===== src/pcmBeeper.sv =====
/*
 * square wave beeper clocked by an external 1 MHz tick
 * active while the divider register is nonzero
 */
`timescale 1ns/1ps
`default_nettype none

module pcmBeeper (
	input wire logic clock,
	input wire logic reset,
	input wire logic tick1Mhz,
	input wire logic [15:0] beepDivider,
	output logic beepActive,
	output logic beepBit
);

	logic [15:0] dividerStage;
	logic [15:0] reloadValue;
	logic [15:0] count;

	// two stages between register and counter
	always_ff @(posedge clock)
	begin
		if (reset)
		begin
			dividerStage <= '0;
			reloadValue <= '0;
		end
		else
		begin
			dividerStage <= beepDivider;
			reloadValue <= dividerStage;
		end
	end

	assign beepActive = (reloadValue != '0);

	// half period is reload plus one ticks
	always_ff @(posedge clock)
	begin
		if (reset)
		begin
			count <= '0;
			beepBit <= 1'b0;
		end
		else if (count == '0)
		begin
			count <= reloadValue;
			beepBit <= ~beepBit;
		end
		else if (tick1Mhz)
		begin
			count <= count - 1'b1;
		end
	end

endmodule

`default_nettype wire


===== config.mk =====
export PLATFORM = sky130hd
export DESIGN_NAME = pcmBeeper
export DESIGN_NICKNAME = d
export VERILOG_FILES = /design/src/pcmBeeper.sv
export SDC_FILE = /design/constraint.sdc
export NUM_CORES = 1
export LEC_CHECK = 0
export ABC_AREA = 0
export BUFFER_PORTS_ARGS = -buffer_cell sky130_fd_sc_hd__clkbuf_2
export CAP_MARGIN = 20
export CORE_MARGIN = 4
export CORE_UTILIZATION = 56
export DETAILED_ROUTE_END_ITERATION = 8
export HOLD_SLACK_MARGIN = 0.06
export MAX_ROUTING_LAYER = met4
export PLACE_DENSITY = 0.79
export SKIP_CTS_REPAIR_TIMING = 1
export SLEW_MARGIN = 20
export SYNTH_ARGS = -nofsm -noshare
export SYNTH_HDL_FRONTEND = slang
export SYNTH_SLANG_ARGS = --single-unit

===== constraint.sdc =====
create_clock -name clock -period 2.6 [get_ports clock]
set_input_delay 0.52 -clock clock [delete_from_list [all_inputs] [get_ports clock]]
set_output_delay 0.52 -clock clock [all_outputs]
set_load 0.02 [all_outputs]

### Word-level counts from Yosys, hierarchy flattened

Index checks and enable logic that the tools add are counted.

| cells by class | value |
|---|---|
| add/subtract/negate cells | 1 |
| multipliers | 0 |
| divide/modulo/power cells | 0 |
| magnitude comparators | 0 |
| equality and inequality tests | 0 |
| shift operators | 0 |
| muxes and demuxes | 2 |
| bitwise logic cells | 1 |
| reduce and logical (&&, ||, !) cells | 3 |

Operators by type and width:

| operator | number |
|---|---|
| 2-to-1 mux 16 bit | 2 |
| zero test 16 bit | 1 |
| nonzero test 16 bit | 1 |
| subtractor 16 x 1 -> 16 bit (second input constant) | 1 |
| nonzero test 2 bit | 1 |
| NOT 1 bit | 1 |

| word-level totals | value |
|---|---|
| flip-flop bits (word level) | 49 |
| latch bits | 0 |
| memory bits (writable) | 0 |
| memory bits (read-only) | 0 |
| bits of input ports | 19 |
| output and inout bits | 2 |
| logic and storage cells | 11 |
| memories kept | 0 |

### Depth between registers and ports, before layout

Gate-level depths: netlist of run 1.

| depth | value |
|---|---|
| depth in word-level cells | 3 |
| mapped depth | 8 |
| gate-level depth less buffers | 6 |

### Least setup slack after synthesis of run 1

Ideal clock, no wire load.

| path | value |
|---|---|
| path kind | input-to-reg |
| from | input tick1Mhz |
| to | register count[10] |
| library setup time | 0.074 ns |
| arrival time | 1.857 ns |
| required time | 2.526 ns |
| setup slack | 0.669 ns |
| stages | 5 |
| path buffers | 1 |
| cell sequence | clkbuf_1 > nand3b_1 > or4_4 > or4_1 > a31oi_1 |

| on the way | value |
|---|---|
| longest elaborated chain between the ends | 1 |

RTL lines:

| element | RTL line | RTL |
|---|---|---|
| from (decl) | 11 | `input wire logic tick1Mhz,` |
| nonzero test 2 bit (no line) | -- |  |
| to (signal assigned) | 48 | `count <= reloadValue;` |
| to (signal assigned) | 53 | `count <= count - 1'b1;` |
| to (decl) | 19 | `logic [15:0] count;` |

Every way passes these cells.
A chain may end at the register's enable or synchronous reset.

### Final worst setup path of run 1

| path | value |
|---|---|
| from | register count[11] |
| to | register beepBit |

| on the way | value |
|---|---|
| longest elaborated chain between the ends | 1 |

RTL lines:

| element | RTL line | RTL |
|---|---|---|
| zero test 16 bit | 46 | `else if (count == '0)` |
| to (signal assigned) | 49 | `beepBit <= ~beepBit;` |
| to (decl) | 14 | `output logic beepBit` |

Every way passes these cells.

==> key figures, run 1 <==
Clock network
  • Clock latency on the worst-skew pair: 0.36 ns
  • CTS tree: done
  • CTS Buf Count: 5
  • Clock root buffer: clkbuf_4
  • Worst-path clk slew: 0.14 ns
  • Clk buf depth: 2
  • Sink Count: 49
  • H-tree depth: 2

Drt
  • Post-Route WL: between 3000 and 4000 µm
  • DRT Pass-1 Iters: 4
  • WL/cell: 13.4 µm
  • Final ANT Viol Nets: 0
  • DRC violations left: 0
  • DRT iter0 DRCs: 36
  • Via count of the routed design: 1343
  • DR vias/cell: roughly 5.4

Logic synthesis
  • YS warnings: 0
  • Mapped Area: between 0.0015 and 0.002 mm²
  • Number of synthesized flops with an enable pin: 0
  • Syn_area_per_cell: 10.1 µm²
  • Yosys top cell area share: 0.528
  • Cells after Synth: 184
  • Synth unique cells: 36
  • Predominant post-synthesis flop cell: dfxtp_1
  • Mapped Nets: about 200
  • Largest cells by area after synthesis: dfxtp_1, nor2b_1, a211oi_1, nor3_1, xor2_1
  • Seq/Total Area, Yosys: 0.528
  • Post-synth top area cell: dfxtp_1
  • Register bit total from synthesis: 49
  • Async S/R FF share, synth: 0

Floorplan
  • Site row count: 20
  • Initial Util: 0.598
  • Die extent in y: around 66 µm
  • Core footprint: 0.00310 mm²
  • Io pins: 21
  • DIE AREA: roughly 0.0043 mm²
  • Width of the die: 65.6 µm

Power
  • Pwr Total: around 2.5 mW
  • Clock share of power: 0.151
  • Int Power: 1.49 mW
  • Sequential power share: 0.410
  • Leak: 0.788 nW
  • Sw Ratio: 0.404
  • IR drop worst, VDD: 521 µV
  • Cell Pwr Density: 1220 mW/mm²
  • Logic pwr share: 0.438
  • Switching pwr: roughly 1.0 mW

Worst setup path
  • Crit path required time: 2.89 ns
  • Max incr delay on CP: 0.57 ns
  • Most frequent CP cell: or3_1
  • CP Capture Type: flip-flop
  • Setup CP Type: flip-flop to flip-flop
  • Crit start category: flip-flop
  • Worst path arrival time: 2.40 ns
  • CP max FO: 16
  • Slowest-stage cell, CP: or4_4
  • Crit-path cells: or4_4, or3_1, or3_1, a21oi_1

Final layout
  • Layout cells sized above 1: 0.185
  • Final nets: 225
  • ANT cells: 0
  • Fillcell total: between 200 and 300
  • Final core area utilization: 0.665
  • Area Overhead vs Synth: 11.1%

STA
  • Slew Viols, Final: 0
  • Unrepaired setup endpoints after global routing: no
  • Final Hold Vio Count: 0
  • Hold Slack: 0.352 ns
  • Endpoints failing setup: 0
  • Worst Skew: 0.00721 ns
  • Final worst-path cycle share: 0.810
  • Fin crit period: 2.11 ns
  • Final setup margin: 0.495 ns
  • Max Freq: 475 MHz
  • Setup TNS: 0 ns
  • Max-slew headroom: 0.387
  • Worst-margin pin slew: roughly 0.92 ns

Global routing
  • Overflow after GRT: 0
  • Vias in the first global route: ~1300
  • First-pass GRT wire length: 5620 µm
  • Largest net degree at the start of global routing: 50
  • Initial antenna violation count: 0
  • All-Layer GR Usage: 0.181

Place
  • Setup WS pre-CTS: 0.545 ns
  • # port buffers: 20
  • RD Place Congestion: 0.846
  • HPWL Detailed: 2340 µm

Hold path
  • Worst Hold Class: primary input to flip-flop

Flow run
  • Max Cap Viol: 0

Run status
  • Outcome: complete, no violations
placed cells by master, fill, tap and decap left out, drive strengths merged:
master	instances
buf	3
nor2b	32
nand2	6
o221ai	1
a311oi	1
or4b	1
xnor2	5
a31oi	2
nand4	3
dfxtp	49
or2	1
ha	2
nor4b	1
o31ai	2
mux2i	1
nor4	6
nor2	4
nand3b	1
and3b	1
nand3	4
or3	4
and2	1
clkinv	1
a21oi	3
or4	4
nand2b	1
a211oi	11
xor2	6
clkbuf	26
nand4b	1
inv	3
nor3	15
o21ai	3
power by group through the flow:
stage               registers [mW]  logic (mW)  clock network, mW
floorplan                     1.02       0.837                  0
global placement              1.03        1.03                  0
detailed placement            1.04        1.08                  0
CTS                           1.03        1.09              0.380
global route                  1.05        1.22              0.414
finish                        1.03        1.10              0.380
metal layers:
metal | track usage | part of all wire
met1 | 0.196 | 0.42
met2 | 0.305 | 0.50
met3 | 0.0479 | 0.055
met4 | 0.0907 | 0.025
met5 | - | 0
cell families (layout without fill, tap and decap cells):
group,count (synthesis),after routing,synth area share
and+or+nand+nor,86,86,0.290
DFF,49,49,0.528
AOI/OAI and AO/OA,23,23,0.0849
buffers and inverters,12,33,0.0263
xor gates and xnor gates,11,11,0.0519
adders and majority gates,2,2,0.0135
muxes,1,1,0.00539
per-stage QoR:
| step | cell area (µm²) | instances |
|---|---|---|
| 2_1_floorplan | 1860 | 184 |
| 3_3_place_gp | 1990 | 241 |
| 3_5_place_dp | 1990 | 241 |
| 4_1_cts | 2060 | 249 |
| 5_1_grt | 2060 | 249 |
| 6_report | 2060 | 249 |
Yosys cell counts, types with 3 or more instances:
cell type	n
a211oi_1	11
nor2_1	4
clkbuf_1	7
a21oi_1	3
nor2b_1	32
nor3_1	15
nand3_1	4
dfxtp_1	49
nand2_1	6
o21ai_0	3
xor2_1	6
nor4_1	4
or3_1	3
xnor2_1	5
nand4_1	3
registers in the layout (all words and copies together), names as in the netlist:
signal,count
beepBit,1
count,16
dividerStage,16
reloadValue,16
worst max-delay path, delay by kind of cell, from the launching register on:
kind               cells  cell delay [ns]
AOI/OAI and AO/OA      1             0.14
and+or+nand+nor        3             1.53
DFF                    1             0.38
final cells by class:
| cell class | count | area, µm² | area share |
|---|---|---|---|
| clock buffers | 6 | 51.3 | 0.0249 |
| clock inverters | 2 | 17.5 | 0.00850 |
| inverters | 2 | 7.51 | 0.00364 |
| multi-input cells | 123 | 827 | 0.401 |
| flip-flops and latches | 49 | 981 | 0.476 |
| well taps | 44 | 55.1 | 0.0267 |
| repair buffers | 23 | 123 | 0.0595 |
final timing paths:
kind / start / to / slack [ns] / cells after the start
worst max-delay path: count[11]$_SDFFE_PP0P_ / beepBit$_SDFFE_PP0P_ / 0.49 / 4
worst min-delay path: beepDivider[11] / dividerStage[11]$_SDFF_PP0_ / 0.35 / 2
worst max register to register: count[11]$_SDFFE_PP0P_ / beepBit$_SDFFE_PP0P_ / 0.49 / 4
worst min register to register: dividerStage[13]$_SDFF_PP0_ / reloadValue[13]$_SDFF_PP0_ / 0.45 / 1
Power figures use the tool's default switching activity.
==> inputs of run 2 (changes only) <==
- CORE_UTILIZATION: 56 -> 51
- PLACE_DENSITY: 0.79 -> 0.76
- clock period: 2.6 -> 1.77 ns (I/O delays scaled with it)
==> run 2 against run 1 <==
  * The run now ends with negative setup slack left
  * Fmax up 12%
  * Register-to-register slack got worse by 0.61 ns
  * Core utilization rose by 4.8 points
  * Clock power up 71%
  * Die area rose by 8.6%
  * Non-clock buffer count up 26
  * Combinational power grew 140%
  * Largest cell class unchanged
==> key figures, run 2 (synthesis gave the netlist of run 1 again) <==
Run status
  • Violated checks: negative setup slack
  • Outcome: complete, but fails checks

STA
  • Max-slew headroom: 0.660 (+0.273)
  • Unrepaired setup endpoints after global routing: yes
  • Endpoints failing setup: 14 (+14)
  • Setup TNS: -0.884 ns (-0.884 ns)
  • Max Freq: 531 MHz (+12%)
  • Fin crit period: 1.88 ns (-0.223 ns)
  • Slew Viols, Final: 0 (unchanged)
  • Worst-margin pin slew: 0.510 ns (-0.410 ns)
  • Final setup margin: -0.112 ns (-0.607 ns)
  • Hold Slack: 0.197 ns (-0.155 ns)
  • Worst Skew: 0.0155 ns (+0.00831 ns)
  • Final worst-path cycle share: 1.06 (+0.254)
  • Final Hold Vio Count: 0 (unchanged)

Final layout
  • ANT cells: 0 (unchanged)
  • Commonest non-fill, non-tap cell in the layout: dfxtp_1
  • Fillcell total: 247 (-7.8%)
  • Register area: 990 µm² (+0.89%)
  • Final core area utilization: 0.713 (+0.0483)
  • Largest regs: count: 16 flops, dividerStage: 16 flops, reloadValue: 16 flops
  • Final nets: 251 (+12%)
  • Layout cells sized above 1: 0.394 (+0.209)
  • Multi-input gate area: 965 µm² (+17%)
  • Commonest cells after routing, fill and taps aside: dfxtp_1, nor2b_1, buf_4
  • Area Overhead vs Synth: 31.1%

Worst setup path
  • Crit path required time: 2.07 ns (-0.82 ns)
  • CP max FO: 2 (-14)
  • Worst path arrival time: 2.18 ns (-0.22 ns)
  • Setup CP Type: flip-flop to flip-flop
  • CP Capture Type: flip-flop
  • Crit start category: flip-flop

Clock network
  • Clk buf depth: 2 (unchanged)
  • Clock latency on the worst-skew pair: 0.36 ns (about the same)
  • Clock root buffer: clkbuf_4
  • Sink Count: 49 (unchanged)
  • H-tree depth: 2 (unchanged)
  • Worst-path clk slew: 0.15 ns (about the same)
  • CTS Buf Count: 5 (unchanged)
  • CTS tree: done

Drt
  • Final ANT Viol Nets: 0 (unchanged)
  • DR vias/cell: 5.55 (+2.8%)
  • WL/cell: 14.6 µm (+8.9%)
  • Post-Route WL: 4050 µm (+21%)
  • Via count of the routed design: 1536 (+14%)
  • DRT iter0 DRCs: 57 (+58%)
  • DRC violations left: 0 (unchanged)
  • DRT Pass-1 Iters: 4 (unchanged)

Global routing
  • Overflow after GRT: 0 (unchanged)
  • Largest net degree at the start of global routing: 22 (-56%)
  • First-pass GRT wire length: 6270 µm (+12%)
  • All-Layer GR Usage: 0.186 (+0.00520)
  • Vias in the first global route: 1442 (+13%)
  • Initial antenna violation count: 0 (unchanged)

Floorplan
  • Initial Util: 0.544 (-0.0548)
  • Io pins: 21 (unchanged)
  • Core footprint: 0.00342 mm² (+10%)
  • Site row count: 21 (+5.0%)
  • Die extent in y: 68.3 µm (+4.2%)
  • DIE AREA: 0.00467 mm² (+8.6%)
  • Width of the die: 68.3 µm (+4.2%)

Power
  • IR drop worst, VDD: 979 µV (+88%)
  • Cell Pwr Density: 1940 mW/mm² (+60%)
  • Leak: 0.956 nW (+21%)

Place
  • # port buffers: 20 (unchanged)
  • HPWL Detailed: 2810 µm (+20%)
  • RD Place Congestion: 0.866 (+2.5%)

Flow run
  • Max Cap Viol: 0 (unchanged)

Hold path
  • Worst Hold Class: primary input to flip-flop
run 2: changes by cell type in the layout (fill, tap and decap cells not counted), moves of 2 or more:
cell     change
buf_4       +24
buf_6        +3
dfxtp_1      -7
dfxtp_2      +7
nor3_1      -11
nor3_2       +9
nor3_4       +2
nor4_1       -3
nor4_4       +2
run 2: metal layers:
metal  global-route usage  routed length, µm  up-vias
met5                    -                  0        -
met4               0.0744                173        0
li1                     -                  -      745
met2                0.314               2060       59
met1                0.207               1620      714
met3               0.0509                198       18
run 2: path summary, 6_finish.rpt:
kind | depth (start not counted) | slack [ns] | start | end
setup / recovery | 4 | -0.11 | count[5]$_SDFFE_PP0P_ | count[10]$_SDFFE_PP0P_
setup reg to reg | 4 | -0.11 | count[5]$_SDFFE_PP0P_ | count[10]$_SDFFE_PP0P_
hold / removal | 2 | 0.20 | beepDivider[9] | dividerStage[9]$_SDFF_PP0_
hold reg to reg | 1 | 0.44 | dividerStage[3]$_SDFF_PP0_ | reloadValue[3]$_SDFF_PP0_
run 2: metrics by stage:
step / area (µm²) / worst slack [ns] / cells / power [mW]
2_1_floorplan: 1890 / -0.0660 / 184 / 2.85
3_3_place_gp: 2200 / -0.0728 / 268 / 3.57
3_5_place_dp: 2200 / -0.153 / 268 / 3.68
4_1_cts: 2290 / -0.188 / 276 / 4.33
5_1_grt: 2430 / -0.146 / 277 / 5.00
6_report: 2430 / -0.112 / 277 / 4.73
run 2: cell type report:
class,instances,area share
clock buffer,5,0.0154
clock inverter,3,0.0190
inverter,2,0.00308
multi-input combinational,123,0.396
sequential,49,0.406
tap,46,0.0236
timing repair buffer,49,0.136
run 2: critical path, stage by stage, from the launching register on:
cell and delay (ns):
dfxtp_1 0.34, or3_4 0.39, or4_4 0.49, or4_4 0.44
a31oi_4 0.17
run 2: power breakdown:
group          switching [mW]  internal [mW]
Sequential              0.161           1.32
Clock                   0.348          0.300
Combinational            1.36           1.24
==> inputs of run 3 (changes only) <==
- SETUP_SLACK_MARGIN: default -> 0.15
==> run 3 against run 2 <==
  * Wire length grew 9.9%
  * Die area is the same
  * The run still ends with negative setup slack left
  * Largest power group unchanged
  * Sequential power grew 3%
  * Critical path type unchanged
  * Largest cell class is now multi-input gates
  * Via count shrank 0.39%
==> key figures, run 3 (synthesis gave the netlist of run 1 again) <==
STA
  • Endpoints failing setup: 10 (-4)
  • Unrepaired setup endpoints after global routing: yes
  • Final setup margin: -0.114 ns (-0.00230 ns)
  • Final worst-path cycle share: 1.06 (+0.00130)
  • Slew Viols, Final: 0 (unchanged)
  • Fin crit period: 1.88 ns (+0.00230 ns)
  • Max-slew headroom: 0.786 (+0.126)
  • Max Freq: 531 MHz (-0.12%)
  • Worst-margin pin slew: 0.318 ns (-0.192 ns)
  • Worst Skew: 0.0116 ns (-0.00391 ns)
  • Final Hold Vio Count: 0 (unchanged)

Place
  • # port buffers: 20 (unchanged)
  • RD Place Congestion: 0.833 (-3.8%)
  • Setup WS pre-CTS: -0.0968 ns (+0.0566 ns)
  • HPWL Detailed: 2690 µm (-4.1%)

Global routing
  • Overflow after GRT: 0 (unchanged)
  • Largest net degree at the start of global routing: 26 (+18%)
  • Initial antenna violation count: 0 (unchanged)
  • First-pass GRT wire length: 5980 µm (-4.6%)
  • Vias in the first global route: 1412 (-2.1%)
  • All-Layer GR Usage: 0.179 (-0.00673)

Worst setup path
  • Reg2Reg Depth: 6 (+2)
  • R2r setup slk: -0.11 ns (about the same)
  • Worst path arrival time: 2.17 ns (about the same)
  • CP Capture Type: flip-flop
  • Worst setup path start: count[0]$_SDFFE_PP0P_
  • RR Endpoint: count[10]$_SDFFE_PP0P_
  • Most frequent CP cell: or4_4
  • Crit-path cells: inv_2, ha_4, nand3b_1, or4_4, or4_4, a31oi_1
  • Crit path required time: 2.05 ns (-0.02 ns)
  • Max incr delay on CP: 0.50 ns (about the same)
  • Slowest-stage cell, CP: or4_4
  • Setup CP Type: flip-flop to flip-flop
  • Levels on crit path: 6 (+2)
  • Worst r2r src: count[0]$_SDFFE_PP0P_
  • Crit start category: flip-flop
  • WP buf/inv: 1 (+1)
  • CP max FO: 3 (+1)
  • Crit path to: count[10]$_SDFFE_PP0P_
  • Delay-heaviest family, CP: simple AND/OR/NAND/NOR gates

Final layout
  • Final core area utilization: 0.760 (+0.0473)
  • Largest regs: count: 16 flops, dividerStage: 16 flops, reloadValue: 16 flops
  • Layout cells sized above 1: 0.472 (+0.0782)
  • Area Overhead vs Synth: 39.8%
  • Final nets: 253 (+0.80%)
  • Commonest cells after routing, fill and taps aside: dfxtp_1, nor2b_1, buf_4
  • ANT cells: 0 (unchanged)
  • Fillcell total: 214 (-13%)
  • Commonest non-fill, non-tap cell in the layout: dfxtp_1

Power
  • IR drop worst, VDD: 1090 µV (+12%)
  • Sw Ratio: 0.413 (+0.0171)
  • Clock share of power: 0.121 (-0.016)
  • Logic pwr share: 0.594 (+0.044)
  • Cell Pwr Density: 2060 mW/mm² (+6.0%)
  • Switching pwr: 2.21 mW (+18%)
  • Leak: 0.997 nW (+4.2%)
  • Sequential power share: 0.285 (-0.028)
  • Pwr Total: 5.34 mW (+13%)
  • Int Power: 3.14 mW (+9.8%)

Run status
  • Violated checks: negative setup slack
  • Outcome: complete, but fails checks

Flow run
  • Max Cap Viol: 0 (unchanged)

Drt
  • Top sig layer: met4
  • DRC violations left: 0 (unchanged)
  • Post-Route WL: 4450 µm (+9.9%)
  • Final ANT Viol Nets: 0 (unchanged)
  • Wire length on met1: 1890 µm (+17%)
  • DRT Pass-1 Iters: 4 (unchanged)
  • Metal3 WL: 214 µm (+8.1%)
  • Via count of the routed design: 1530 (-0.39%)
  • Metal2 WL: 2280 µm (+11%)
  • DR vias/cell: 5.48 (-1.1%)
  • DRT iter0 DRCs: 88 (+54%)
  • WL/cell: 15.9 µm (+9.1%)

Floorplan
  • DIE AREA: 0.00467 mm² (unchanged)
  • Site row count: 21 (unchanged)
  • Initial Util: 0.544 (unchanged)
  • Die extent in y: 68.3 µm (unchanged)
  • Core footprint: 0.00342 mm² (unchanged)
  • Width of the die: 68.3 µm (unchanged)
  • Io pins: 21 (unchanged)

Clock network
  • CTS Buf Count: 5 (unchanged)
  • H-tree depth: 2 (unchanged)
  • Clock root buffer: clkbuf_4
  • CTS tree: done
  • Clock latency on the worst-skew pair: 0.36 ns (about the same)
  • Sink Count: 49 (unchanged)
  • Clk buf depth: 2 (unchanged)
  • Worst-path clk slew: 0.14 ns (about the same)

Hold path
  • Worst Hold Class: primary input to flip-flop
-- run 3: cell types whose count changed in the layout (fill, tap and decap cells not counted), moves of 4 or more --
cell and change:
a211oi_1 -4, buf_4 -4, buf_6 +5, nor3_4 +5
-- run 3: worst min-delay path by stage --
stage	cells after the start	to	from
2_1_floorplan	1	reloadValue[0]$_SDFF_PP0_	dividerStage[0]$_SDFF_PP0_
3_3_place_gp	1	reloadValue[9]$_SDFF_PP0_	dividerStage[9]$_SDFF_PP0_
6_report	2	dividerStage[1]$_SDFF_PP0_	beepDivider[1]
5_1_grt	2	dividerStage[13]$_SDFF_PP0_	beepDivider[13]
3_5_place_dp	1	reloadValue[4]$_SDFF_PP0_	dividerStage[4]$_SDFF_PP0_
4_1_cts	2	dividerStage[0]$_SDFF_PP0_	beepDivider[0]
-- run 3: power by group through the flow --
stage / registers, mW / logic, mW / clock network (mW)
after floorplan: 1.53 / 1.39 / 0
after global placement: 1.48 / 2.15 / 0
after detailed placement: 1.50 / 2.24 / 0
after CTS: 1.47 / 2.27 / 0.644
after global routing: 1.55 / 3.38 / 0.697
final: 1.52 / 3.18 / 0.647
-- run 3: layout make-up --
class | count | area [µm²] | share of cell area
well taps | 46 | 57.6 | 0.0222
clock buffers | 6 | 41.3 | 0.0159
repair buffers | 51 | 373 | 0.144
multi-input cells | 123 | 1090 | 0.418
inverters | 2 | 7.51 | 0.00289
flip-flops and latches | 49 | 992 | 0.382
clock inverters | 2 | 38.8 | 0.0149
-- run 3: metal layers --
layer	track usage	up-vias
li1	-	750
met1	0.191	720
met2	0.310	52
met3	0.0509	8
met4	0.0744	0
met5	-	-
-- run 3: stage by stage --
| stage | instances | area (µm²) | setup TNS, ns | hold WS [ns] |
|---|---|---|---|---|
| floorplan | 184 | 1910 | -0.322 | 0.414 |
| global placement | 268 | 2220 | -0.507 | 0.420 |
| detailed placement | 268 | 2220 | -1.06 | 0.420 |
| CTS | 276 | 2300 | -1.44 | 0.193 |
| global route | 279 | 2600 | -1.25 | 0.187 |
| finish | 279 | 2600 | -0.432 | 0.191 |
