$ cat src/pcmAudioPkg.sv
/*
 * shared constants of the mono PCM sound device
 * address map, register offsets, control bits, rate table, output levels
 */
`default_nettype none

package pcmAudioPkg;

	// address bits 27:16 that select the device
	localparam logic [11:0] DeviceSelect = 12'h009;
	// address bits 15:12 for the register window
	localparam logic [3:0] ControlWindow = 4'hF;
	// address bits 15:14 for sample memory
	localparam logic [1:0] SampleWindow = 2'h0;

	// word offsets taken from address bits 7:2
	localparam logic [5:0] RegControl = 6'h00;
	localparam logic [5:0] RegBeep = 6'h01;
	localparam logic [5:0] RegPosition = 6'h08;

	// control register layout
	localparam int UseCompandBit = 0;
	localparam int Use16BitBit = 1;
	localparam int OutEnableBit = 3;
	localparam int RateFieldLow = 4;
	localparam int RateFieldHigh = 7;

	// divider reloads for a 50 MHz clock, indexed by the rate field
	// entry 8 and above mostly fall back to the fastest rate
	localparam logic [13:0] RateDivTable [16] = '{
		14'd6250, 14'd4535, 14'd3125, 14'd2268,
		14'd1562, 14'd1134, 14'd781, 14'd567,
		14'd390, 14'd1042, 14'd390, 14'd521,
		14'd390, 14'd390, 14'd390, 14'd390
	};

	// square wave levels that replace the sample while beeping
	localparam logic [15:0] BeepHigh = 16'h0FFF;
	localparam logic [15:0] BeepLow = 16'hF000;

	// signed sample level and modulator accumulator widths
	localparam int LevelWidth = 16;
	localparam int PwmWidth = 16;

endpackage

`default_nettype wire

$ cat src/pcmDecode.sv
/*
 * expands a raw sample into a signed 16-bit level
 * handles 8-bit offset binary, 8-bit companded and 16-bit samples
 */
`timescale 1ns/1ps
`default_nettype none

module pcmDecode (
	input wire logic clock,
	input wire logic [15:0] rawSample,
	input wire logic useCompand,
	input wire logic use16Bit,
	output logic signed [pcmAudioPkg::LevelWidth-1:0] level
);

	logic sign;
	logic [2:0] exponent;
	logic [3:0] mantissa;
	logic [10:0] magnitude;
	logic [11:0] compandValue;
	logic [11:0] compandReg;
	logic [11:0] value12;

	// companded byte is sign, exponent, mantissa
	assign sign = rawSample[7];
	assign exponent = rawSample[6:4];
	assign mantissa = rawSample[3:0];

	// exponent zero is denormal, otherwise hidden one above the mantissa
	always_comb
	begin
		if (exponent == 3'd0)
			magnitude = {7'd0, mantissa};
		else
			magnitude = 11'({1'b1, mantissa}) << (exponent - 3'd1);
	end

	// negative values get the complemented magnitude
	assign compandValue = sign ? {1'b1, ~magnitude} : {1'b0, magnitude};

	// extra stage on the companded path only
	always_ff @(posedge clock)
	begin
		compandReg <= compandValue;
	end

	// offset binary to two's complement by flipping the top bit
	always_comb
	begin
		if (use16Bit)
			value12 = {~rawSample[15], rawSample[14:4]};
		else if (useCompand)
			value12 = compandReg;
		else
			value12 = {~rawSample[7], rawSample[6:0], 4'h0};
	end

	// repeat the top nibble so full scale reaches the low bits
	always_ff @(posedge clock)
	begin
		level <= {value12, value12[11:8]};
	end

endmodule

`default_nettype wire

$ cat config.mk
export PLATFORM = sky130hd
export DESIGN_NAME = pcmDecode
export DESIGN_NICKNAME = d
export VERILOG_FILES = /design/src/pcmAudioPkg.sv /design/src/pcmDecode.sv
export SDC_FILE = /design/constraint.sdc
export NUM_CORES = 1
export LEC_CHECK = 0
export BUFFER_PORTS_ARGS = -buffer_cell sky130_fd_sc_hd__buf_2
export CORE_MARGIN = 2
export CORE_UTILIZATION = 45
export CTS_CLUSTER_SIZE = 30
export DETAILED_ROUTE_END_ITERATION = 12
export PLACE_DENSITY_LB_ADDON = 0.12
export SYNTH_ARGS = -nofsm -noshare
export SYNTH_HDL_FRONTEND = slang
export SYNTH_SLANG_ARGS = --single-unit
$ cat constraint.sdc
create_clock -name clock -period 3.7 [get_ports clock]
set_input_delay 0.925 -clock clock [delete_from_list [all_inputs] [get_ports clock]]
set_output_delay 0.925 -clock clock [all_outputs]
set_load 0.05 [all_outputs]
## Word level (Yosys, flattened, before mapping)

Index checks and enable logic that the tools add are counted.

- $add $sub $neg: 1
- Multiply operators: 0
- Div/mod/pow operators: 0
- Magnitude comparators: 0
- Eq/ne operators: 0
- Shift-type cells: 1
- Multiplexer cells: 4
- Bitwise operators: 3
- Reductions and logical operators: 1

Operators with widths:

| operator | number |
|---|---|
| 12-bit two-way mux | 3 |
| 11-bit two-way mux | 1 |
| 11-bit NOT | 1 |
| 5-bit by 3-bit << shifter with 11-bit output | 1 |
| 3-bit logical NOT | 1 |
| 3-bit by 1-bit subtractor with 3-bit output (second input constant) | 1 |
| 1-bit NOT | 2 |

- Register bits: 28
- Bits in latches: 0
- RAM bits: 0
- Bits in read-only memories: 0
- Input port bits: 19
- Memories kept: 0

## Depth between registers and ports, before layout

Gate-level depths: netlist of run 1.

- Depth in word-level cells: 5
- Mapped depth: 8
- Depth with buffers taken out: 6

## Worst setup path before layout of run 1

OpenSTA, ideal clock, no wires.

- Path type: input to register
- Start point: in rawSample[4]
- End point: reg compandReg[6]
- Library setup time: 0.132 ns
- Arrival time: 2.385 ns
- Data required time: 3.568 ns
- Slack: 1.183 ns
- Stages: 8
- Buffers on the path: 2
- Cells stage by stage: buf_2 -> inv_1 -> ha_1 -> buf_2 -> mux2_1 -> a21oi_1 -> o32ai_1 -> xor2_1

- Word-level cells in the longest chain between the ends: 5

RTL lines:

| what | line | source |
|---|---|---|
| from (decl) | pcmDecode.sv:10 | `input wire logic [15:0] rawSample,` |
| 3-bit by 1-bit subtractor with 3-bit output | pcmDecode.sv:35 | `magnitude = 11'({1'b1, mantissa}) << (exponent - 3'd1);` |
| 5-bit by 3-bit << shifter with 11-bit output | pcmDecode.sv:35 |  |
| 11-bit two-way mux (*) | pcmDecode.sv:32 | `if (exponent == 3'd0)` |
| 11-bit NOT | pcmDecode.sv:39 | `assign compandValue = sign ? {1'b1, ~magnitude} : {1'b0, magnitude};` |
| 12-bit two-way mux (*) | pcmDecode.sv:39 |  |
| net compandValue[6] | pcmDecode.sv:20 | `logic [11:0] compandValue;` |
| to (signal assigned) | pcmDecode.sv:44 | `compandReg <= compandValue;` |
| to (decl) | pcmDecode.sv:21 | `logic [11:0] compandReg;` |

Mark *: on every way through the listed nets, which the timed path passes. The rest lies on a longest branch.

## Worst setup path in the final report of run 1

- Start point: in rawSample[4]
- End point: reg compandReg[4]

The elaborated chain is that of the path after synthesis.

==> results of run 1 <==
## per-layer routing
layer  up-vias  track usage  routed length (um)
li1        448            -                   -
met1       393       0.1983                 968
met2        25       0.2963                1006
met3         2      0.01667                  99
met4         0       0.1068                  22
met5         -            0                   0
## area by class of cell
class / instances / area (um2) / area share
Multi-Input combinational cell: 79 / 556.8 / 0.4316
Tap cell: 28 / 35.03 / 0.02716
Sequential cell: 24 / 480.5 / 0.3725
Inverter: 3 / 11.26 / 0.008729
Clock buffer: 4 / 36.28 / 0.02813
Timing Repair Buffer: 34 / 170.2 / 0.1319
## worst max-delay path: cells and delay by family
| family | cells | cell delay, ns |
|---|---|---|
| adder cells (fa/ha/maj) | 1 | 0.49 |
| multiplexers | 1 | 0.38 |
| AO/OA/AOI/OAI | 2 | 0.34 |
| buffers and inverters | 2 | 0.33 |
| XOR/XNOR | 1 | 0.16 |
## cell usage after synthesis (2+ instances only)
cell      instances  area share
a21oi_1           4       0.018
mux2i_1           8       0.072
buf_4             4       0.027
nand2_1          14       0.048
mux2_2            2       0.020
o21ai_0          11       0.050
clkbuf_1          2      0.0068
ha_1              2       0.023
buf_2             4       0.018
xor2_1            9       0.071
dfxtp_1          24        0.43
nor2_1            5       0.017
o22ai_1           2       0.011
a22o_1            3       0.024
inv_1             2      0.0068
## kinds of logic (layout without fill, tap and decap cells)
family,after synthesis,count (layout),share of synthesized area
AO/OA/AOI/OAI,26,26,0.1459
flip-flops,24,24,0.4344
adder cells (fa/ha/maj),2,2,0.02262
AND/OR/NAND/NOR,28,28,0.1244
XOR/XNOR,11,11,0.09390
multiplexers,12,12,0.1165
buffers and inverters,13,41,0.06222
## report_power, final
part | switching [mW] | leakage, nW | internal [mW]
clock | 0.0720 | 0.0210 | 0.0600
combinational | 0.118 | 0.401 | 0.0549
sequential | 0.00775 | 0.202 | 0.291
total | 0.198 | 0.625 | 0.406
## metrics by stage
stage	cells	hold WS (ns)	util	total power, mW
after CTS	172	0.4661	0.5668	0.6101
after detailed placement	168	0.4358	0.5509	0.4787
after floorplan	116	0.4159	-	0.4423
final	172	0.4554	0.5668	0.6031
after global routing	172	0.4924	0.5668	0.6371
after global placement	168	0.4286	0.5509	0.4767
## path summary, 6_finish.rpt
| path | from | endpoint | slack, ns |
|---|---|---|---|
| max | rawSample[4] | compandReg[4] | 1.26 |
| min | compandReg[1] | level[5] | 0.46 |
| max reg2reg | compandReg[11] | level[3] | 3.00 |
| min reg2reg | compandReg[1] | level[5] | 0.46 |
## state kept, by name, summed over array words and instances (netlist names)
signal,count
level,12
compandReg,12
==> impl_metrics.py, run 1 <==
metrics = {
    "global_routing": {
        "grt_pass1_wl_um": 3436,
        "grt_overflow_total": 0,
        "antenna_found_initial": 0,
        "grt_max_degree": 22,
        "grt_pass1_vias": 812,
        "grt_util_all_layers": 0.1698,
    },
    "clocking": {
        "root_buffer": "clkbuf_4",
        "cts_setup_buffers": 0,
        "worstSkewPairLatency_ns": 0.31,
        "cts_sinks": 24,
        "numCtsBuffers": 3,
        "cts_buffer_depth": 2,
        "clk_pin_slew_worst_paths_ns": 0.13,
        "cts-hold-fix-buffers": 0,
        "cts_tree": "done",
        "cts_resized": 0,
        "h-tree-depth": 1,
    },
    "floorplanning": {
        "die_y_um": 53.58,
        "placementRows": 17,
        "die_w_um": 53.58,
        "initial_core_util": 0.4860,
        "die_area_mm2": 0.002870,
        "io_pins": 35,
        "core-area_mm2": 0.002276,
    },
    "layout": {
        "n_fill_cell": 214,
        "syn2layout_area_growth_pct": 16.63,
        "drive_above_1_share": 0.3264,
        "diodes": 0,
        "layout_common_cells": "buf_2 (34), dfxtp_1 (24), nand2_1 (14)",
        "finalNetCount": 166,
        "finalInstanceArea_mm2": 0.001290,
        "layout_commonest_cell": "buf_2",
    },
    "placed_design": {
        "dpl_cell_area_mm2": 0.001254,
        "hpwlAfterDp_um": 1601,
        "place_congestion": 0.7801,
        "dp_slack_ns": 0.9394,
        "portBuffers": 34,
    },
    "routing": {
        "num_vias": 868,
        "finalWirelength_um": 2096,
        "ant_nets": 0,
        "routedWlPerCell_um": 12.19,
        "drt_iter0_drc": 9,
        "via_per_inst": 5.047,
        "drc": 0,
        "drtPass1Iterations": 4,
    },
    "power": {
        "p_per_area_mw_per_mm2": 467.5,
        "p_leak_nw": 0.6247,
        "peakVddDrop_uv": 262.4,
    },
    "job": {
        "maxCapViolCount": 0,
    },
    "sta": {
        "fin_ws_ns": 1.259,
        "slew_headroom": 0.6678,
        "clock_skew_ns": 0.01047,
        "rsz0062_at_grt": "no",
        "final_hold_viol_count": 0,
        "finalSetupViolations": 0,
        "finalSetupTns_ns": 0,
        "worst_slew_pin_slew_ns": 0.4983,
        "maxSlewViolCount": 0,
        "finalCriticalPeriod_ns": 2.441,
        "fmax_mhz": 409.7,
        "fin_crit_sh": 0.6597,
    },
    "status": {
        "status": "finished, final reports clean",
    },
    "critical_path": {
        "critPathSlowestCell": "ha_1",
        "path_cells": "buf_2, inv_1, ha_1, mux2_2, o21ai_0, o22ai_1, xor2_1",
        "critical_path_arrival_ns": 2.63,
        "cp_max_fo": 13,
        "worst-r2r-cell-count": 2,
        "slowest_delay_ns": 0.49,
        "critPathKind": "in -> reg",
        "startpoint_type": "primary input",
        "critPathCaptureType": "flop",
        "worstPathRequired_ns": 3.89,
    },
    "min_path": {
        "hold_depth": 1,
        "hp-class": "reg -> reg",
    },
    "synth": {
        "synthesis.nets": 137,
        "synthArstFlopShare": 0,
        "ys_ff_latch": 24,
        "synth_edf_count": 0,
        "synth_warnings": 0,
        "seq_area_frac_synth": 0.4344,
        "netlist_instances": 116,
        "synth_ff_type": "dfxtp_1",
        "synth_cell_types": 35,
        "avgSynthCellArea_um2": 9.535,
        "syn_area_mm2": 0.001106,
    },
}
Note: power is estimated with default switching activity, not from simulation.
==> run 2: changes to the inputs <==
--- a/config.mk
+++ b/config.mk
@@ -5,6 +5,7 @@
 export SDC_FILE = /design/constraint.sdc
 export NUM_CORES = 1
 export LEC_CHECK = 0
+export ABC_AREA = 1
 export BUFFER_PORTS_ARGS = -buffer_cell sky130_fd_sc_hd__buf_2
 export CORE_MARGIN = 2
 export CORE_UTILIZATION = 45
==> constraint.sdc (replaced) <==
create_clock -name clock -period 2.3 [get_ports clock]
set_input_delay 0.575 -clock clock [delete_from_list [all_inputs] [get_ports clock]]
set_output_delay 0.575 -clock clock [all_outputs]
set_load 0.05 [all_outputs]
==> run 2 against run 1 <==
- synthesized cell count is 40% higher
- clock power is 64% higher
- total power is 62% higher
- global-route usage is 2.6 points higher
- sequential share of layout area is 1.8 points lower
- via count is 23% higher
- critical path type unchanged
- critical endpoint is now compandReg[3]
- largest power group unchanged
- highest routed layer unchanged
==> impl_metrics.py, run 2 <==
metrics = {
    "status": {
        "status": "finished, final reports clean",
    },
    "global_routing": {
        "grt_util_all_layers": 0.1957,
        "antenna_found_initial": 0,
        "grt_pass1_vias": 953,
        "grt_max_degree": 21,
        "grt_overflow_total": 0,
        "grt_pass1_wl_um": 4202,
    },
    "power": {
        "p_per_area_mw_per_mm2": 722.5,
        "p_leak_nw": 0.7093,
        "peakVddDrop_uv": 387.7,
    },
    "critical_path": {
        "cp_max_fo": 9,
        "rrSetupSlack_ns": 1.60,
        "cpMostUsedCell": "nand2_1",
        "cp_num_buf_inv": 3,
        "critPathKind": "in -> reg",
        "slowest_delay_ns": 0.39,
        "startpoint_type": "primary input",
        "r2r-start": "compandReg[8]",
        "critPathCaptureType": "flop",
        "worst-r2r-cell-count": 3,
        "critical_path_arrival_ns": 1.82,
        "critPathSlowestCell": "ha_1",
        "startpoint": "rawSample[4]",
        "cp.depth": 9,
        "reg2reg_to": "level[12]",
        "path_cells": "buf_2, inv_2, ha_1, inv_1, nand3_1, nand2_1, nand2_1, nand3_1, nand2_1",
        "cp_top_family": "buffers and inverters",
        "cp-endpoint": "compandReg[3]",
        "worstPathRequired_ns": 2.52,
    },
    "layout": {
        "layout_common_cells": "nand2_1 (63), buf_2 (34), dfxtp_1 (24)",
        "final_cells": 221,
        "finalNetCount": 213,
        "n_fill_cell": 274,
        "multi_input_area_um2": 579.3,
        "drive_above_1_share": 0.2408,
        "syn2layout_area_growth_pct": 15.94,
        "layout_commonest_cell": "nand2_1",
        "final-seq-area_um2": 480.5,
        "final_util": 0.5475,
        "diodes": 0,
        "reg_top3": "compandReg (12), level (12)",
    },
    "floorplanning": {
        "placementRows": 18,
        "initial_core_util": 0.4722,
        "die_y_um": 54.99,
        "core-area_mm2": 0.002477,
        "die_w_um": 54.99,
        "die_area_mm2": 0.003023,
        "io_pins": 35,
    },
    "synth": {
        "seq_area_frac_synth": 0.4107,
        "synthesis.nets": 183,
        "synth_cell_types": 20,
        "synth_common_cells": "nand2_1 (63), dfxtp_1 (24), nand3_1 (18)",
        "synth_warnings": 0,
        "ys_ff_latch": 24,
        "avgSynthCellArea_um2": 7.221,
        "syn_area_mm2": 0.001170,
        "synth.area.top_cells": "dfxtp_1 (41%), nand2_1 (20%), nand3_1 (7.7%)",
        "netlist_instances": 162,
        "synth_edf_count": 0,
        "synthArstFlopShare": 0,
        "yosysTopAreaCell": "dfxtp_1",
        "synth_ff_type": "dfxtp_1",
        "synth_top_area_frac": 0.4107,
        "synth.most_common_cell": "nand2_1",
    },
    "routing": {
        "routedWlPerCell_um": 11.19,
        "via_per_inst": 4.824,
        "num_vias": 1066,
        "drt_iter0_drc": 22,
        "drtPass1Iterations": 4,
        "finalWirelength_um": 2473,
        "ant_nets": 0,
        "drc": 0,
    },
    "placed_design": {
        "portBuffers": 34,
        "dp_slack_ns": 0.3852,
        "place_congestion": 0.9584,
        "hpwlAfterDp_um": 1940,
        "dpl.cell_count": 217,
    },
    "sta": {
        "worst_slew_pin_slew_ns": 0.3823,
        "finalSetupViolations": 0,
        "rsz0062_at_grt": "no",
        "finalSetupTns_ns": 0,
        "finalCriticalPeriod_ns": 1.605,
        "fin_ws_ns": 0.6948,
        "fmax_mhz": 623.0,
        "fin_crit_sh": 0.6979,
        "maxSlewViolCount": 0,
        "final_hold_viol_count": 0,
        "slew_headroom": 0.7448,
        "clock_skew_ns": 0.006443,
        "hold_ws_ns": 0.4401,
    },
    "job": {
        "maxCapViolCount": 0,
    },
    "clocking": {
        "cts_sinks": 24,
        "worstSkewPairLatency_ns": 0.31,
        "cts_setup_buffers": 0,
        "cts_buffer_depth": 2,
        "cts_resized": 0,
        "cts-hold-fix-buffers": 0,
        "numCtsBuffers": 3,
        "root_buffer": "clkbuf_4",
        "cts_tree": "done",
        "clk_pin_slew_worst_paths_ns": 0.13,
        "h-tree-depth": 1,
    },
    "min_path": {
        "hp-class": "in -> reg",
        "hold_depth": 2,
    },
}
[run 2: cell count changes after synthesis, sizes merged, moves of 4 or more]
cell    before  now
inv          3   12
o211ai       0    7
o21ai       12    8
a22o         4    0
mux2i        8    0
nand3        1   18
o21a         0    7
mux2         4    0
nand2       14   64
xor2         9    4
[run 2: worst min path at each step]
stage	start	to	slack (ns)
after floorplan	compandReg[0]	level[4]	0.43
after global placement	compandReg[3]	level[7]	0.46
after detailed placement	compandReg[1]	level[5]	0.46
after CTS	rawSample[15]	level[3]	0.43
after global routing	rawSample[8]	level[8]	0.44
final	rawSample[15]	level[3]	0.44
[run 2: area by class of cell]
type / count / share of cell area
well taps: 30 / 0.02768
clock buffers: 4 / 0.02675
inverters: 12 / 0.03321
flip-flops and latches: 24 / 0.3542
multi-input cells: 116 / 0.4271
repair buffers: 35 / 0.1310
[run 2: through the flow]
stage          area (um2)  power [mW]
6_report             1356      0.9799
5_1_grt              1356       1.043
4_1_cts              1356      0.9862
3_5_place_dp         1320      0.7745
3_3_place_gp         1320      0.7678
2_1_floorplan        1170      0.7156
[run 2: cell families after synthesis]
kind of cell	after synthesis	synth area share
xor+xnor	4	0.02994
buf+inv	22	0.09412
fa+ha+maj	2	0.02139
compound gates	24	0.1358
flops	24	0.4107
simple gates	86	0.3080
[run 2: report_power, final]
part	internal, mW	total (mW)	leakage, nW	switching (mW)
Sequential	0.463	0.475	0.202	0.0114
Combinational	0.0819	0.290	0.486	0.208
Clock	0.0966	0.216	0.0210	0.119
Total	0.642	0.980	0.709	0.338
[run 2: per-layer routing]
layer	up-vias	track usage	routed length [um]
met4	0	0.1016	43
met3	4	0.01882	141
li1	576	-	-
met2	42	0.3294	1158
met1	444	0.2471	1130
met5	-	0	0
==> run 3: changes to the inputs <==
--- a/config.mk
+++ b/config.mk
@@ -5,10 +5,10 @@
 export SDC_FILE = /design/constraint.sdc
 export NUM_CORES = 1
 export LEC_CHECK = 0
-export ABC_AREA = 1
+export ABC_AREA = 0
 export BUFFER_PORTS_ARGS = -buffer_cell sky130_fd_sc_hd__buf_2
 export CORE_MARGIN = 2
-export CORE_UTILIZATION = 45
+export CORE_UTILIZATION = 44
 export CTS_CLUSTER_SIZE = 30
 export DETAILED_ROUTE_END_ITERATION = 12
 export PLACE_DENSITY_LB_ADDON = 0.12
==> constraint.sdc (replaced) <==
create_clock -name clock -period 1.4 [get_ports clock]
set_input_delay 0.35 -clock clock [delete_from_list [all_inputs] [get_ports clock]]
set_output_delay 0.35 -clock clock [all_outputs]
set_load 0.05 [all_outputs]
==> run 3 against run 2 <==
- the flow now finishes with violations (negative setup slack)
- critical path depth is 2 lower
- global-route usage is 2.4 points lower
- highest routed layer unchanged
- clock skew is 0.0018 ns lower
- worst setup slack worse by 0.69 ns
- utilization is 5.4 points higher
- register-to-register slack worse by 0.91 ns
- largest cell class unchanged
- worst hold slack worse by 0.23 ns
- via count is 12% lower
==> impl_metrics.py, run 3 (same netlist as run 1, synthesis figures left out) <==
metrics = {
    "layout": {
        "n_fill_cell": 216,
        "syn2layout_area_growth_pct": 32.24,
        "diodes": 0,
        "final_util": 0.6013,
        "drive_above_1_share": 0.4586,
        "finalNetCount": 179,
        "layout_commonest_cell": "buf_2",
        "final-seq-area_um2": 480.5,
        "layout_common_cells": "buf_2 (33), dfxtp_1 (24), nand2_1 (14), buf_4 (14)",
        "multi_input_area_um2": 621.8,
        "reg_top3": "compandReg (12), level (12)",
    },
    "critical_path": {
        "worstPathRequired_ns": 1.60,
        "startpoint_type": "primary input",
        "critical_path_arrival_ns": 1.60,
        "r2r-start": "compandReg[11]",
        "slowest_delay_ns": 0.32,
        "path_cells": "buf_2, inv_2, ha_4, mux2_4, mux2i_2, o21ai_1, xor2_1",
        "reg2reg_to": "level[3]",
        "cp_num_buf_inv": 2,
        "rrSetupSlack_ns": 0.69,
        "cp_top_family": "multiplexers",
        "cp_max_fo": 6,
        "critPathCaptureType": "flop",
        "critPathKind": "in -> reg",
        "critPathSlowestCell": "mux2_4",
        "worst-r2r-cell-count": 2,
    },
    "routing": {
        "drt_iter0_drc": 13,
        "via_per_inst": 5.016,
        "drc": 0,
        "num_vias": 938,
        "finalWirelength_um": 2337,
        "drtPass1Iterations": 4,
        "routedWlPerCell_um": 12.50,
        "ant_nets": 0,
    },
    "status": {
        "violations": "negative setup slack",
        "status": "finished, violations left",
    },
    "sta": {
        "final_hold_viol_count": 0,
        "finalSetupViolations": 1,
        "fin_ws_ns": -0.00009293,
        "clock_skew_ns": 0.004614,
        "finalCriticalPeriod_ns": 1.400,
        "maxSlewViolCount": 0,
        "fmax_mhz": 714.2,
        "slew_headroom": 0.7824,
        "fin_crit_sh": 1.000,
        "worst_slew_pin_slew_ns": 0.3264,
        "rsz0062_at_grt": "yes",
    },
    "clocking": {
        "cts_buffer_depth": 2,
        "cts_setup_buffers": 0,
        "root_buffer": "clkbuf_4",
        "clk_pin_slew_worst_paths_ns": 0.13,
        "cts-hold-fix-buffers": 0,
        "cts_sinks": 24,
        "worstSkewPairLatency_ns": 0.31,
        "cts_tree": "done",
        "numCtsBuffers": 3,
        "h-tree-depth": 1,
    },
    "floorplanning": {
        "die_y_um": 54.14,
        "die_w_um": 54.14,
        "die_area_mm2": 0.002931,
        "placementRows": 18,
        "initial_core_util": 0.4547,
        "core-area_mm2": 0.002432,
        "io_pins": 35,
    },
    "global_routing": {
        "grt_util_all_layers": 0.1713,
        "grt_pass1_wl_um": 3539,
        "grt_overflow_total": 0,
        "grt_pass1_vias": 809,
        "antenna_found_initial": 0,
        "grt_max_degree": 22,
    },
    "job": {
        "maxCapViolCount": 0,
    },
    "power": {
        "peakVddDrop_uv": 741.7,
        "p_per_area_mw_per_mm2": 1144,
        "power_mw": 1.674,
        "p_leak_nw": 0.7004,
    },
    "placed_design": {
        "hpwlAfterDp_um": 1772,
        "portBuffers": 34,
        "place_congestion": 0.8161,
    },
    "min_path": {
        "hold_depth": 2,
        "hp-class": "in -> reg",
        "min_to": "level[3]",
        "hp-start": "rawSample[15]",
    },
}
-- run 3: per-stage QoR --
stage | area [um2] | hold slack [ns] | cells | setup TNS [ns] | setup WS, ns
after floorplan | 1176 | 0.3777 | 116 | -1.859 | -0.2903
after global placement | 1403 | 0.4224 | 183 | -3.548 | -0.4054
after detailed placement | 1403 | 0.4244 | 183 | -3.698 | -0.4675
after CTS | 1446 | 0.2068 | 187 | 0 | 0.004781
after global routing | 1463 | 0.1961 | 187 | -0.08047 | -0.04636
final | 1463 | 0.2086 | 187 | -0.00009293 | -0.00009293
-- run 3: final cells by class --
cell class / count / share of cell area
multi-input cells: 79 / 0.4252
flip-flops and latches: 24 / 0.3285
repair buffers: 47 / 0.1848
well taps: 30 / 0.02566
clock buffers: 4 / 0.02481
inverters: 3 / 0.01112
-- run 3: timing repair --
action                                  in CTS  in global routing
gates resized for setup                      4                  4
endpoints found under the setup margin       6                  4
pin swaps                                    2                  1
-- run 3: worst register-to-register path, cell delays in order, from the launching register on --
cell	delay (ns)
dfxtp_1	0.32
a211oi_1	0.22
a21oi_1	0.06
-- run 3: worst max-delay path by stage --
| stage | from | endpoint | depth (start not counted) |
|---|---|---|---|
| floorplan | rawSample[4] | compandReg[7] | 8 |
| global placement | rawSample[5] | compandReg[4] | 7 |
| detailed placement | rawSample[5] | compandReg[4] | 7 |
| CTS | rawSample[4] | compandReg[10] | 7 |
| global route | rawSample[5] | compandReg[3] | 7 |
| finish | rawSample[5] | compandReg[3] | 7 |
-- run 3: per-layer routing --
metal  track usage  vias to the layer above  share of wire
li1              -                      476              -
met1        0.2075                      434           0.43
met2        0.2952                       26           0.52
met3       0.01667                        2          0.045
met4       0.09167                        0          0.012
met5             0                        -              0
-- run 3: where the power goes --
group / internal [mW] / switching [mW] / total (mW)
combinational: 0.193 / 0.334 / 0.527
sequential: 0.768 / 0.0222 / 0.791
clock: 0.159 / 0.197 / 0.356
